**src/source/z80_flags_pkg.sv**
```systemverilog
/*
 * Flag bit positions and the F register view as raw byte or named flags.
 */

package z80_flags_pkg;

    localparam int FLAG_S  = 7;
    localparam int FLAG_Z  = 6;
    localparam int FLAG_5  = 5;
    localparam int FLAG_H  = 4;
    localparam int FLAG_3  = 3;
    localparam int FLAG_PV = 2;
    localparam int FLAG_N  = 1;
    localparam int FLAG_C  = 0;

    // field order follows the bit positions above, msb first.
    typedef struct packed {
        logic s;
        logic z;
        logic f5; // undocumented copy bit.
        logic h;
        logic f3; // undocumented copy bit.
        logic pv;
        logic n;
        logic c;
    } flag_bits_s;

    typedef union packed {
        logic [7:0] raw;
        flag_bits_s bits;
    } flag_reg_u;

endpackage

```
**src/source/z80_isa_pkg.sv**
```systemverilog
/*
 * Instruction encoding for the eight-bit register ALU group:
 * ALU function codes, register codes, the group prefix and the IP width.
 */

package z80_isa_pkg;

    // bits 7:6 of every byte in the group.
    localparam logic [1:0] ALU_GROUP_PREFIX = 2'b10;

    localparam int IP_W = 16; // instruction pointer width.

    // bits 5:3 of the opcode select the operation.
    typedef enum logic [2:0] {
        ALU_ADD = 3'd0,
        ALU_ADC = 3'd1,
        ALU_SUB = 3'd2,
        ALU_SBC = 3'd3,
        ALU_AND = 3'd4,
        ALU_XOR = 3'd5,
        ALU_OR  = 3'd6,
        ALU_CP  = 3'd7
    } alu_func_e;

    // bits 2:0 of the opcode select the second operand.
    // code 6 is the (HL) memory form, which has no register behind it.
    typedef enum logic [2:0] {
        REG_B   = 3'd0,
        REG_C   = 3'd1,
        REG_D   = 3'd2,
        REG_E   = 3'd3,
        REG_H   = 3'd4,
        REG_L   = 3'd5,
        REG_MEM = 3'd6,
        REG_A   = 3'd7
    } reg_sel_e;

endpackage

```
**src/source/alu_exec.sv**
```systemverilog
/*
 * Executor: computes the ALU result and flags, writes A, F and IP back
 * and pushes the retire record, all on the same edge.
 */

`timescale 1ns/10ps

module alu_exec (
    input  logic                          dec_valid,
    output logic                          dec_ready,
    input  z80_isa_pkg::alu_func_e        dec_func,
    input  z80_isa_pkg::reg_sel_e         dec_src,
    input  logic                          dec_illegal,
    output z80_isa_pkg::reg_sel_e         src_sel,
    input  logic [7:0]                    src_data,
    input  logic [7:0]                    a_cur,
    input  z80_flags_pkg::flag_reg_u      f_cur,
    input  logic [z80_isa_pkg::IP_W-1:0]  ip_cur,
    output logic                          wb_en,
    output logic [7:0]                    wb_a,
    output z80_flags_pkg::flag_reg_u      wb_f,
    output logic                          push_valid,
    input  logic                          push_ready,
    output logic [7:0]                    push_a,
    output z80_flags_pkg::flag_reg_u      push_f,
    output logic [z80_isa_pkg::IP_W-1:0]  push_ip,
    output logic                          push_illegal
);

    logic                     is_sub;
    logic                     is_logic;
    logic                     carry_in;
    logic                     cin;
    logic [7:0]               operand;
    logic [8:0]               sum;
    logic [4:0]               low_sum;
    logic                     overflow;
    logic [7:0]               result;
    logic [7:0]               new_a;
    z80_flags_pkg::flag_reg_u new_f;

    assign src_sel = dec_src;

    assign is_sub   = (dec_func == z80_isa_pkg::ALU_SUB) || (dec_func == z80_isa_pkg::ALU_SBC) ||
                      (dec_func == z80_isa_pkg::ALU_CP);
    assign is_logic = (dec_func == z80_isa_pkg::ALU_AND) || (dec_func == z80_isa_pkg::ALU_XOR) ||
                      (dec_func == z80_isa_pkg::ALU_OR);

    assign carry_in = ((dec_func == z80_isa_pkg::ALU_ADC) || (dec_func == z80_isa_pkg::ALU_SBC)) &&
                      f_cur.bits.c;

    // subtraction runs as a + ~b + 1, a borrow-in drops the +1.
    assign operand = is_sub ? ~src_data : src_data;
    assign cin     = is_sub ^ carry_in;
    assign sum     = {1'b0, a_cur} + {1'b0, operand} + {8'h00, cin};
    assign low_sum = {1'b0, a_cur[3:0]} + {1'b0, operand[3:0]} + {4'h0, cin};

    assign overflow = (a_cur[7] == operand[7]) && (sum[7] != a_cur[7]);

    always_comb begin
        result = sum[7:0];
        case (dec_func)
            z80_isa_pkg::ALU_AND: result = a_cur & src_data;
            z80_isa_pkg::ALU_XOR: result = a_cur ^ src_data;
            z80_isa_pkg::ALU_OR:  result = a_cur | src_data;
            default:              result = sum[7:0];
        endcase
    end

    assign new_a = (dec_func == z80_isa_pkg::ALU_CP) ? a_cur : result; // CP only compares.

    // for subtract forms C and H report a borrow, so the carry out is inverted.
    always_comb begin
        new_f.raw                       = f_cur.raw;
        new_f.raw[z80_flags_pkg::FLAG_S] = result[7];
        new_f.raw[z80_flags_pkg::FLAG_Z] = (result == 8'h00);
        new_f.raw[z80_flags_pkg::FLAG_5] = f_cur.bits.f5;
        new_f.raw[z80_flags_pkg::FLAG_H] = (dec_func == z80_isa_pkg::ALU_AND) ||
                                           (!is_logic && (low_sum[4] ^ is_sub));
        new_f.raw[z80_flags_pkg::FLAG_3] = f_cur.bits.f3;
        new_f.raw[z80_flags_pkg::FLAG_PV] = is_logic ? ~^result : overflow;
        new_f.raw[z80_flags_pkg::FLAG_N] = is_sub;
        new_f.raw[z80_flags_pkg::FLAG_C] = !is_logic && (sum[8] ^ is_sub);
    end

    // the record and the write-back share one transfer edge.
    assign push_valid   = dec_valid;
    assign dec_ready    = push_ready;
    assign push_illegal = dec_illegal;

    assign push_a  = dec_illegal ? a_cur : new_a;
    assign push_f  = dec_illegal ? f_cur : new_f;
    assign push_ip = dec_illegal ? ip_cur : ip_cur + 1'b1;

    assign wb_en = dec_valid && push_ready && !dec_illegal; // illegal bytes change nothing.
    assign wb_a  = new_a;
    assign wb_f  = new_f;

endmodule

```
**src/source/alu_insn_decode.sv**
```systemverilog
/*
 * Input stage: accepts instruction bytes, checks them against the ALU group
 * and holds one decoded instruction for the executor.
 */

`timescale 1ns/10ps

module alu_insn_decode (
    input  logic                  clk,
    input  logic                  rst_n,
    input  logic                  insn_valid,
    output logic                  insn_ready,
    input  logic [7:0]            insn_byte,
    output logic                  dec_valid,
    input  logic                  dec_ready,
    output z80_isa_pkg::alu_func_e dec_func,
    output z80_isa_pkg::reg_sel_e  dec_src,
    output logic                  dec_illegal
);

    logic hold_valid;
    logic accept;
    logic byte_illegal;

    // a new byte may enter while the held one leaves.
    assign insn_ready = !hold_valid || dec_ready;
    assign accept     = insn_valid && insn_ready;

    assign byte_illegal = (insn_byte[7:6] != z80_isa_pkg::ALU_GROUP_PREFIX) ||
                          (insn_byte[2:0] == z80_isa_pkg::REG_MEM); // (HL) is not handled.

    always_ff @(posedge clk or negedge rst_n) begin
        if (!rst_n) begin
            hold_valid <= 1'b0;
        end else if (insn_ready) begin
            hold_valid <= insn_valid;
        end
    end

    always_ff @(posedge clk) begin
        if (accept) begin
            dec_func    <= z80_isa_pkg::alu_func_e'(insn_byte[5:3]);
            dec_src     <= z80_isa_pkg::reg_sel_e'(insn_byte[2:0]);
            dec_illegal <= byte_illegal;
        end
    end

    assign dec_valid = hold_valid;

endmodule

```
**src/source/retire_queue.sv**
```systemverilog
/*
 * Circular FIFO of retire records with a valid/ready drain port.
 */

`timescale 1ns/10ps

module retire_queue #(
    parameter int DEPTH = 4
) (
    input  logic                          clk,
    input  logic                          rst_n,
    input  logic                          push_valid,
    output logic                          push_ready,
    input  logic [7:0]                    push_a,
    input  z80_flags_pkg::flag_reg_u      push_f,
    input  logic [z80_isa_pkg::IP_W-1:0]  push_ip,
    input  logic                          push_illegal,
    output logic                          retire_valid,
    input  logic                          retire_ready,
    output logic [7:0]                    retire_a,
    output z80_flags_pkg::flag_reg_u      retire_f,
    output logic [z80_isa_pkg::IP_W-1:0]  retire_ip,
    output logic                          retire_illegal
);

    localparam int PTR_W = $clog2(DEPTH);

    logic [7:0]                   mem_a   [DEPTH];
    z80_flags_pkg::flag_reg_u     mem_f   [DEPTH];
    logic [z80_isa_pkg::IP_W-1:0] mem_ip  [DEPTH];
    logic                         mem_ill [DEPTH];

    logic [PTR_W-1:0] wr_ptr;
    logic [PTR_W-1:0] rd_ptr;
    logic [PTR_W:0]   count;
    logic             push_fire;
    logic             pop_fire;

    assign push_ready   = (count != (PTR_W + 1)'(DEPTH));
    assign retire_valid = (count != '0);
    assign push_fire    = push_valid && push_ready;
    assign pop_fire     = retire_valid && retire_ready;

    always_ff @(posedge clk or negedge rst_n) begin
        if (!rst_n) begin
            wr_ptr <= '0;
            rd_ptr <= '0;
            count  <= '0;
        end else begin
            if (push_fire) begin
                wr_ptr <= wr_ptr + 1'b1; // depth is a power of two, so it wraps.
            end
            if (pop_fire) begin
                rd_ptr <= rd_ptr + 1'b1;
            end
            case ({push_fire, pop_fire})
                2'b10:   count <= count + 1'b1;
                2'b01:   count <= count - 1'b1;
                default: ;
            endcase
        end
    end

    always_ff @(posedge clk) begin
        if (push_fire) begin
            mem_a[wr_ptr]   <= push_a;
            mem_f[wr_ptr]   <= push_f;
            mem_ip[wr_ptr]  <= push_ip;
            mem_ill[wr_ptr] <= push_illegal;
        end
    end

    assign retire_a       = mem_a[rd_ptr];
    assign retire_f       = mem_f[rd_ptr];
    assign retire_ip      = mem_ip[rd_ptr];
    assign retire_illegal = mem_ill[rd_ptr];

endmodule

```
**src/source/z80_alu_core.sv**
```systemverilog
/*
 * Top level of the ALU subsystem: decoder, register file, executor
 * and retire queue.
 */

`timescale 1ns/10ps

module z80_alu_core #(
    parameter int QUEUE_DEPTH = 4
) (
    input  logic                          clk,
    input  logic                          rst_n,
    input  logic                          insn_valid,
    output logic                          insn_ready,
    input  logic [7:0]                    insn_byte,
    input  logic                          load_en,
    input  logic [3:0]                    load_sel,
    input  logic [7:0]                    load_data,
    output logic                          retire_valid,
    input  logic                          retire_ready,
    output logic [7:0]                    retire_a,
    output z80_flags_pkg::flag_reg_u      retire_f,
    output logic [z80_isa_pkg::IP_W-1:0]  retire_ip,
    output logic                          retire_illegal
);

    logic                         dec_valid;
    logic                         dec_ready;
    z80_isa_pkg::alu_func_e       dec_func;
    z80_isa_pkg::reg_sel_e        dec_src;
    logic                         dec_illegal;
    z80_isa_pkg::reg_sel_e        src_sel;
    logic [7:0]                   src_data;
    logic [7:0]                   a_cur;
    z80_flags_pkg::flag_reg_u     f_cur;
    logic [z80_isa_pkg::IP_W-1:0] ip_cur;
    logic                         wb_en;
    logic [7:0]                   wb_a;
    z80_flags_pkg::flag_reg_u     wb_f;
    logic                         push_valid;
    logic                         push_ready;
    logic [7:0]                   push_a;
    z80_flags_pkg::flag_reg_u     push_f;
    logic [z80_isa_pkg::IP_W-1:0] push_ip;
    logic                         push_illegal;

    alu_insn_decode u_decode (
        .clk         (clk),
        .rst_n       (rst_n),
        .insn_valid  (insn_valid),
        .insn_ready  (insn_ready),
        .insn_byte   (insn_byte),
        .dec_valid   (dec_valid),
        .dec_ready   (dec_ready),
        .dec_func    (dec_func),
        .dec_src     (dec_src),
        .dec_illegal (dec_illegal)
    );

    z80_regfile u_regfile (
        .clk       (clk),
        .rst_n     (rst_n),
        .src_sel   (src_sel),
        .src_data  (src_data),
        .a_cur     (a_cur),
        .f_cur     (f_cur),
        .ip_cur    (ip_cur),
        .wb_en     (wb_en),
        .wb_a      (wb_a),
        .wb_f      (wb_f),
        .load_en   (load_en),
        .load_sel  (load_sel),
        .load_data (load_data)
    );

    alu_exec u_exec (
        .dec_valid    (dec_valid),
        .dec_ready    (dec_ready),
        .dec_func     (dec_func),
        .dec_src      (dec_src),
        .dec_illegal  (dec_illegal),
        .src_sel      (src_sel),
        .src_data     (src_data),
        .a_cur        (a_cur),
        .f_cur        (f_cur),
        .ip_cur       (ip_cur),
        .wb_en        (wb_en),
        .wb_a         (wb_a),
        .wb_f         (wb_f),
        .push_valid   (push_valid),
        .push_ready   (push_ready),
        .push_a       (push_a),
        .push_f       (push_f),
        .push_ip      (push_ip),
        .push_illegal (push_illegal)
    );

    retire_queue #(
        .DEPTH (QUEUE_DEPTH)
    ) u_queue (
        .clk            (clk),
        .rst_n          (rst_n),
        .push_valid     (push_valid),
        .push_ready     (push_ready),
        .push_a         (push_a),
        .push_f         (push_f),
        .push_ip        (push_ip),
        .push_illegal   (push_illegal),
        .retire_valid   (retire_valid),
        .retire_ready   (retire_ready),
        .retire_a       (retire_a),
        .retire_f       (retire_f),
        .retire_ip      (retire_ip),
        .retire_illegal (retire_illegal)
    );

endmodule

```
**src/source/z80_regfile.sv**
```systemverilog
/*
 * Register file with A, F, B, C, D, E, H, L and the instruction pointer.
 * Asynchronous operand read, ALU write-back and an external load port.
 */

`timescale 1ns/10ps

module z80_regfile (
    input  logic                              clk,
    input  logic                              rst_n,
    input  z80_isa_pkg::reg_sel_e             src_sel,
    output logic [7:0]                        src_data,
    output logic [7:0]                        a_cur,
    output z80_flags_pkg::flag_reg_u          f_cur,
    output logic [z80_isa_pkg::IP_W-1:0]      ip_cur,
    input  logic                              wb_en,
    input  logic [7:0]                        wb_a,
    input  z80_flags_pkg::flag_reg_u          wb_f,
    input  logic                              load_en,
    input  logic [3:0]                        load_sel,
    input  logic [7:0]                        load_data
);

    logic [7:0]                   reg_a;
    logic [7:0]                   reg_b;
    logic [7:0]                   reg_c;
    logic [7:0]                   reg_d;
    logic [7:0]                   reg_e;
    logic [7:0]                   reg_h;
    logic [7:0]                   reg_l;
    z80_flags_pkg::flag_reg_u     reg_f;
    logic [z80_isa_pkg::IP_W-1:0] reg_ip;

    always_comb begin
        case (src_sel)
            z80_isa_pkg::REG_B: src_data = reg_b;
            z80_isa_pkg::REG_C: src_data = reg_c;
            z80_isa_pkg::REG_D: src_data = reg_d;
            z80_isa_pkg::REG_E: src_data = reg_e;
            z80_isa_pkg::REG_H: src_data = reg_h;
            z80_isa_pkg::REG_L: src_data = reg_l;
            z80_isa_pkg::REG_A: src_data = reg_a;
            default:            src_data = 8'h00; // memory form reads nothing.
        endcase
    end

    assign a_cur  = reg_a;
    assign f_cur  = reg_f;
    assign ip_cur = reg_ip;

    // load_sel codes 0 to 5 and 7 follow the register codes, 6 loads F,
    // 8 and 9 load the low and high byte of IP.
    always_ff @(posedge clk or negedge rst_n) begin
        if (!rst_n) begin
            reg_a     <= 8'h00;
            reg_b     <= 8'h00;
            reg_c     <= 8'h00;
            reg_d     <= 8'h00;
            reg_e     <= 8'h00;
            reg_h     <= 8'h00;
            reg_l     <= 8'h00;
            reg_f.raw <= 8'h00;
            reg_ip    <= '0;
        end else if (wb_en) begin
            reg_a  <= wb_a;
            reg_f  <= wb_f;
            reg_ip <= reg_ip + 1'b1; // every ALU instruction is one byte long.
        end else if (load_en) begin
            case (load_sel)
                4'd0:    reg_b       <= load_data;
                4'd1:    reg_c       <= load_data;
                4'd2:    reg_d       <= load_data;
                4'd3:    reg_e       <= load_data;
                4'd4:    reg_h       <= load_data;
                4'd5:    reg_l       <= load_data;
                4'd6:    reg_f.raw   <= load_data;
                4'd7:    reg_a       <= load_data;
                4'd8:    reg_ip[7:0] <= load_data;
                4'd9:    reg_ip[15:8] <= load_data;
                default: ;
            endcase
        end
    end

endmodule

```
**config.mk**
```make
export PLATFORM = sky130hd
export DESIGN_NAME = z80_alu_core
export DESIGN_NICKNAME = d
export VERILOG_FILES = /design/src/source/z80_flags_pkg.sv /design/src/source/z80_isa_pkg.sv /design/src/source/alu_exec.sv /design/src/source/alu_insn_decode.sv /design/src/source/retire_queue.sv /design/src/source/z80_alu_core.sv /design/src/source/z80_regfile.sv
export SDC_FILE = /design/constraint.sdc
export NUM_CORES = 1
export LEC_CHECK = 0
export BUFFER_PORTS_ARGS = -buffer_cell sky130_fd_sc_hd__buf_2
export CORE_MARGIN = 3
export CORE_UTILIZATION = 54
export CTS_CLUSTER_DIAMETER = 40
export CTS_CLUSTER_SIZE = 30
export DETAILED_ROUTE_END_ITERATION = 12
export PLACE_DENSITY_LB_ADDON = 0.12
export SETUP_SLACK_MARGIN = 0.05
export SLEW_MARGIN = 15
export SYNTH_ARGS = -nofsm -noshare
export SYNTH_HDL_FRONTEND = slang
export SYNTH_SLANG_ARGS = --single-unit
```
**constraint.sdc**
```tcl
create_clock -name clk -period 4 [get_ports clk]
set_clock_uncertainty 0.2 [all_clocks]
set_input_delay 0.8 -clock clk [delete_from_list [all_inputs] [get_ports clk]]
set_output_delay 0.8 -clock clk [all_outputs]
set_load 0.005 [all_outputs]
```
==> reports/metrics.cfg, run 1 <==
[finish]
final_nets=1020
drive_gt1_share_pct=35.5
multi_input_area_um2=4560
antennaDiodeCount=0
seqCellArea_um2=6380
final.fill_count=1368
area_growth_pct=21.9
fin_util_pct=68.1

[timing]
rsz0062_at_grt=true
tns_ns=-1.80
fin_crit_sh_pct=108
timing.fmax_mhz=232
finalSetupViolations=13
drv_slew=0
worst_pin_slew_ns=0.971
worst_slack_ns=-0.310
finalHoldWorstSlack_ns=0.225
fin_crit_ns=4.31
max_slew_margin_pct=35.3
final_hold_viol_count=0

[synthesis]
synth-edff-count=139
syn_area_per_cell_um2=13.5
synth_ff_type=edfxtp_1
synth_nets=885
yosys.area.top_type=edfxtp_1
synth_warnings=0
synth_seq_cells=227
yosys-top-cells-area=edfxtp_1 (38%), dfrtp_1 (20%), mux4_2 (7.3%)
synth_top_area_share_pct=37.6
synth_seq_area_share_pct=57.5
yosysUniqueCellTypes=67
async_reset_ff_share_pct=38.8
syn_area_um2=11100
syn-instance-count=824

[worst_setup_path]
crit_chain=buf_12, buf_6, a31oi_1, o21ai_1, a21o_1, xor2_2, fa_2, fa_2, nor2b_2, o211a_1, o21ai_2, a211o_1, ha_4, xnor2_4, xnor2_2, nor3_2, a21oi_2, o311ai_4
slowest_delay_ns=0.42
cp_top_family=compound AO/OA/AOI/OAI gates
critPathMaxFanout=7
arrival_ns=4.32
slowest_stage=fa_2
cp_data_required_time_ns=4.01
crit_path_start=u_decode.dec_src[0]
critPathLaunchType=register
reg2reg_from=u_decode.dec_src[0]
path_class=register to register
cpMostUsedCell=fa_2
cp_num_buf_inv=2
end_kind=register

[clocking]
cts.sink_count=227
numCtsBuffers=34
clock_latency_ns=0.51
cts_tree=built
cts.htree.levels=2
clk_pin_slew_worst_paths_ns=0.05
cts_hold_buf=0
root_buffer=clkbuf_16
max-clock-path-buffers=3

[routing]
wl_per_cell_um=21.5
vias=7392
drt_iter0_drc=564
viasPerCell=5.91
firstDrtPassIters=5
ant_nets=0
drc=0
totalWireLength_um=26800

[power_and_ir_drop]
p_per_area_nw_per_um2=839
max-vdd-ir-drop_uv=464
power.total_w=0.0113
p_leak_nw=5.43

[die]
dieArea_um2=22300
fp.dieW_um=149
die_h_um=149
start_util_pct=55.9
io_pins=60
rows=51
coreArea_um2=19800

[placement]
dp_slack_ns=-0.308
gp_congestion=0.977
numPortBuffers=59
post-dp-hpwl_um=17900

[global_route]
grt_pass1_wl_um=42600
antenna_found_initial=0
grt_use_total_pct=24.7
grt_max_degree=72
first_global_vias=7511
gr-total-overflow=0

[min_path]
hold_class=input pin to async pin

[run_status]
violations=setup timing
status=finished with violations

[flow_run]
cap_violations=0

==> per-layer routing <==
layer	GRT usage [%]	routed length, µm	vias up
met4	6.59	612	0
li1	-	-	3375
met2	41.1	13300	243
met5	0	0	-
met1	34.4	11400	3722
met3	3.52	1500	52
==> cell type report <==
cell class	count	area share, %
tap	265	2.45
inverter	32	0.888
clock buffer	42	6.89
multi-input combinational	517	33.7
sequential	227	47.2
timing repair buffer	147	7.28
clock inverter	20	1.60
==> where the power goes <==
group / total, W / internal [W] / switching (W)
logic: 0.00456 / 0.00227 / 0.00229
clock network: 0.00293 / 0.00183 / 0.00111
registers: 0.00385 / 0.00343 / 0.000418
total: 0.0113 / 0.00753 / 0.00382
==> metrics by stage <==
| stage | std cells | area (µm²) |
|---|---|---|
| detailed placement | 1170 | 12100 |
| CTS | 1240 | 13300 |
| finish | 1250 | 13500 |
| global route | 1250 | 13500 |
| floorplan | 824 | 11100 |
| global placement | 1170 | 12100 |
==> cells in the final DEF, fill, tap and decap left out, drive strengths merged, types with 4 or more instances in the layout <==
master and n:
buf 147, edfxtp 139, dfrtp 88, mux2 66
o21ai 48, nand2 47, clkbuf 42, nor2 41
inv 39, mux4 36, ha 33, a21oi 27
xor2 22, nand3 20, mux2i 16, xnor2 14
nor2b 11, clkinv 10, nand2b 9, o22ai 9
nor3 9, a211o 8, and3 8, and2 8
or2 7, a22oi 6, a31oi 5, a21o 4
nand4 4, o21a 4, o31ai 4
==> cells in the mapped netlist (11+ instances only) <==
cell	n
inv_1	32
mux2_2	66
nand2_1	45
nor2b_1	11
mux2i_1	16
edfxtp_1	139
dfrtp_1	88
nand3_1	18
a21oi_1	27
xor2_1	22
mux4_2	36
o21ai_0	47
xnor2_1	14
buf_2	12
clkbuf_1	33
ha_1	33
nor2_1	40
==> final timing paths <==
check	end	slack, ns	cells past startpoint
min in group clk	u_decode.dec_func[2]	0.29	1
worst min register to register	u_regfile.reg_h[6]	0.30	1
worst min-delay path	u_regfile.reg_d[4]	0.23	1
worst max-delay path	u_queue.mem_f[1][2]	-0.31	18
worst max register to register	u_queue.mem_f[1][2]	-0.31	18
max in group asynchronous	u_regfile.reg_h[2]	2.58	2
==> logic make-up (layout without fill, tap and decap cells) <==
| kind of cell | Yosys count | after routing | synth area share (%) |
|---|---|---|---|
| flip-flops | 227 | 227 | 57.5 |
| AND/OR/NAND/NOR | 177 | 177 | 8.25 |
| AO/OA/AOI/OAI | 150 | 150 | 8.86 |
| multiplexers | 118 | 118 | 15.5 |
| buffers and inverters | 80 | 241 | 2.84 |
| adder cells (fa/ha/maj) | 36 | 36 | 4.26 |
| XOR/XNOR | 36 | 36 | 2.84 |
==> state kept, by name (all words and copies together), names as in the netlist <==
name and count:
u_queue.mem_ip 64, u_queue.mem_a 32, u_queue.mem_f 32, u_regfile.ip_cur 16
u_regfile.a_cur 8, u_regfile.f_cur 8, u_regfile.reg_b 8, u_regfile.reg_c 8
u_regfile.reg_d 8, u_regfile.reg_e 8, u_regfile.reg_h 8, u_regfile.reg_l 8
u_queue.mem_ill 4, u_decode.dec_func 3, u_decode.dec_src 3, u_queue.count 3
u_queue.rd_ptr 2, u_queue.wr_ptr 2, u_decode.dec_illegal 1, u_decode.dec_valid 1
==> worst register-to-register path: cells and delay by family (launching register included) <==
family / cells / cell delay (ns)
simple gates: 2 / 0.20
compound gates: 8 / 1.36
fa+ha+maj: 3 / 1.11
xor+xnor: 3 / 0.48
buf+inv: 2 / 0.27
flops: 1 / 0.41
==> what timing repair did <==
item | CTS | global route
pin swaps | 5 | 16
setup buffers | 8 | 10
setup endpoints to repair | 5 | 21
gates resized for setup | 7 | 20
(Power assumes the default switching activity.)
==> inputs of run 2 (changes only) <==
--- a/config.mk
+++ b/config.mk
@@ -12,6 +12,7 @@
 export CTS_CLUSTER_SIZE = 30
 export DETAILED_ROUTE_END_ITERATION = 12
 export PLACE_DENSITY_LB_ADDON = 0.12
+export RECOVER_POWER = 100
 export SETUP_SLACK_MARGIN = 0.05
 export SLEW_MARGIN = 15
 export SYNTH_ARGS = -nofsm -noshare
==> run 2 against run 1 <==
The flow still finishes with violations (setup timing). Sequential power about the same. Global-route usage unchanged. Final cell count did not move. Via count barely moved. Sequential share of layout area barely moved. Worst hold slack better by 0.0024 ns. Total power is essentially flat. Setup slack gained 0.00063 ns. Flip-flop and latch count unchanged. Routed wire length is essentially flat. Die area stayed put. Register-to-register slack is essentially flat. Critical path type unchanged. Critical endpoint unchanged.
==> reports/metrics.cfg, run 2 (synthesized netlist as in run 1, its figures left out) <==
[finish]
drive_gt1_share_pct=35.3
final_nets=1020
largest_reg_flops=64
top_regs=u_queue.mem_ip x64, u_queue.mem_a x32, u_queue.mem_f x32
antennaDiodeCount=0
final_area_um2=13500
area_growth_pct=21.9
layout_common_cells=edfxtp_1 (139), dfrtp_1 (87), buf_4 (85), mux2_2 (66), buf_2 (57)
final.fill_count=1369
regMostFlops=u_queue.mem_ip
final_common_cell=edfxtp_1

[timing]
drv_slew=0
max_slew_margin_pct=34.9
rsz0062_at_grt=true
worst_slack_ns=-0.309
finalSetupViolations=13
final_hold_viol_count=0
fin_crit_sh_pct=108
timing.fmax_mhz=232
fin_crit_ns=4.31
worst_pin_slew_ns=0.976
finalHoldWorstSlack_ns=0.228
tns_ns=-1.76

[clocking]
cts.sink_count=227
clk_pin_slew_worst_paths_ns=0.05
numCtsBuffers=34
max-clock-path-buffers=3
clock_latency_ns=0.51
cts_tree=built
root_buffer=clkbuf_16
cts.htree.levels=2

[die]
io_pins=60
dieArea_um2=22300
start_util_pct=55.9
fp.dieW_um=149
rows=51
coreArea_um2=19800
die_h_um=149

[placement]
post-dp-hpwl_um=17900
numPortBuffers=59
gp_congestion=0.977
dp_slack_ns=-0.308
dpl_cell_area_um2=12100

[global_route]
grt_pass1_wl_um=42600
grt_use_met3_pct=3.52
grtUsageMet2_pct=41.1
antenna_found_initial=0
grt_max_degree=72
busiest_layer=met2
first_global_vias=7511
grt_use_total_pct=24.7
use_met1_pct=34.4
gr-total-overflow=0

[power_and_ir_drop]
p_per_area_nw_per_um2=839
max-vdd-ir-drop_uv=463
p_leak_nw=5.42
power.total_w=0.0113

[run_status]
status=finished with violations
violations=setup timing

[min_path]
hold_class=input pin to async pin

[routing]
wl_per_cell_um=21.5
viasPerCell=5.91
drt_iter0_drc=570
drc=0
firstDrtPassIters=5
totalWireLength_um=26900
ant_nets=0
vias=7386

[worst_setup_path]
critPathLaunchType=register
cp_data_required_time_ns=4.01
critPathMaxFanout=7
r2r-end=u_queue.mem_f[1][2]
end_kind=register
r2r_slack_ns=-0.31
path_class=register to register
reg2reg_from=u_decode.dec_src[0]
r2r_cells=18
arrival_ns=4.32

[flow_run]
cap_violations=0

[run 2: through the flow]
| stage | instances | util, % |
|---|---|---|
| finish | 1250 | 68.1 |
| global route | 1250 | 68.1 |
| CTS | 1240 | 67.2 |
| detailed placement | 1170 | 60.9 |
| global placement | 1170 | 60.9 |
| floorplan | 824 | - |
[run 2: timing repair]
action / in CTS / in global routing
buffers inserted: 8 / 10
gates resized for setup: 7 / 20
pin swaps: 5 / 16
hold endpoints to repair: 0 / 0
setup endpoints to repair: 5 / 21
hold buffers: 0 / 0
[run 2: worst max-delay path by stage]
stage,end,depth (start not counted),slack (ns),start
2_1_floorplan,u_queue.mem_f[0][2],19,-0.12,u_decode.dec_src[1]
3_3_place_gp,u_queue.mem_f[0][2],18,-0.19,u_decode.dec_src[0]
3_5_place_dp,u_queue.mem_f[0][2],17,-0.31,u_decode.dec_src[1]
4_1_cts,u_queue.mem_f[1][2],18,-0.23,u_decode.dec_src[0]
5_1_grt,u_queue.mem_f[3][2],18,-0.40,u_decode.dec_src[0]
6_report,u_queue.mem_f[1][2],18,-0.31,u_decode.dec_src[0]
[run 2: where the power goes]
part / total (W) / internal [W] / switching, W
logic: 0.00456 / 0.00227 / 0.00229
registers: 0.00385 / 0.00343 / 0.000418
clock network: 0.00294 / 0.00183 / 0.00111
[run 2: area by class of cell]
class | instances | area [µm²] | share of cell area, %
inverters | 32 | 120 | 0.888
well taps | 265 | 332 | 2.45
repair buffers | 147 | 982 | 7.26
clock inverters | 20 | 216 | 1.60
flip-flops and latches | 227 | 6380 | 47.2
clock buffers | 42 | 932 | 6.89
multi-input cells | 517 | 4560 | 33.7
[run 2: metal layers]
metal	wire length, µm	up-vias
met5	0	-
li1	-	3375
met2	13300	232
met1	11500	3731
met4	586	0
met3	1450	48
[run 2: worst max-delay path: stages, from the launching register on]
cell      delay [ns]
edfxtp_1        0.41
buf_12          0.16
buf_6           0.11
a31oi_1         0.14
o21ai_1         0.09
a21o_1          0.23
xor2_2          0.16
fa_2            0.42
fa_2            0.41
nor2b_2         0.14
o211a_1         0.21
o21ai_2         0.07
a211o_1         0.31
ha_4            0.28
xnor2_4         0.18
xnor2_2         0.14
nor3_2          0.06
a21oi_2         0.16
o311ai_4        0.14
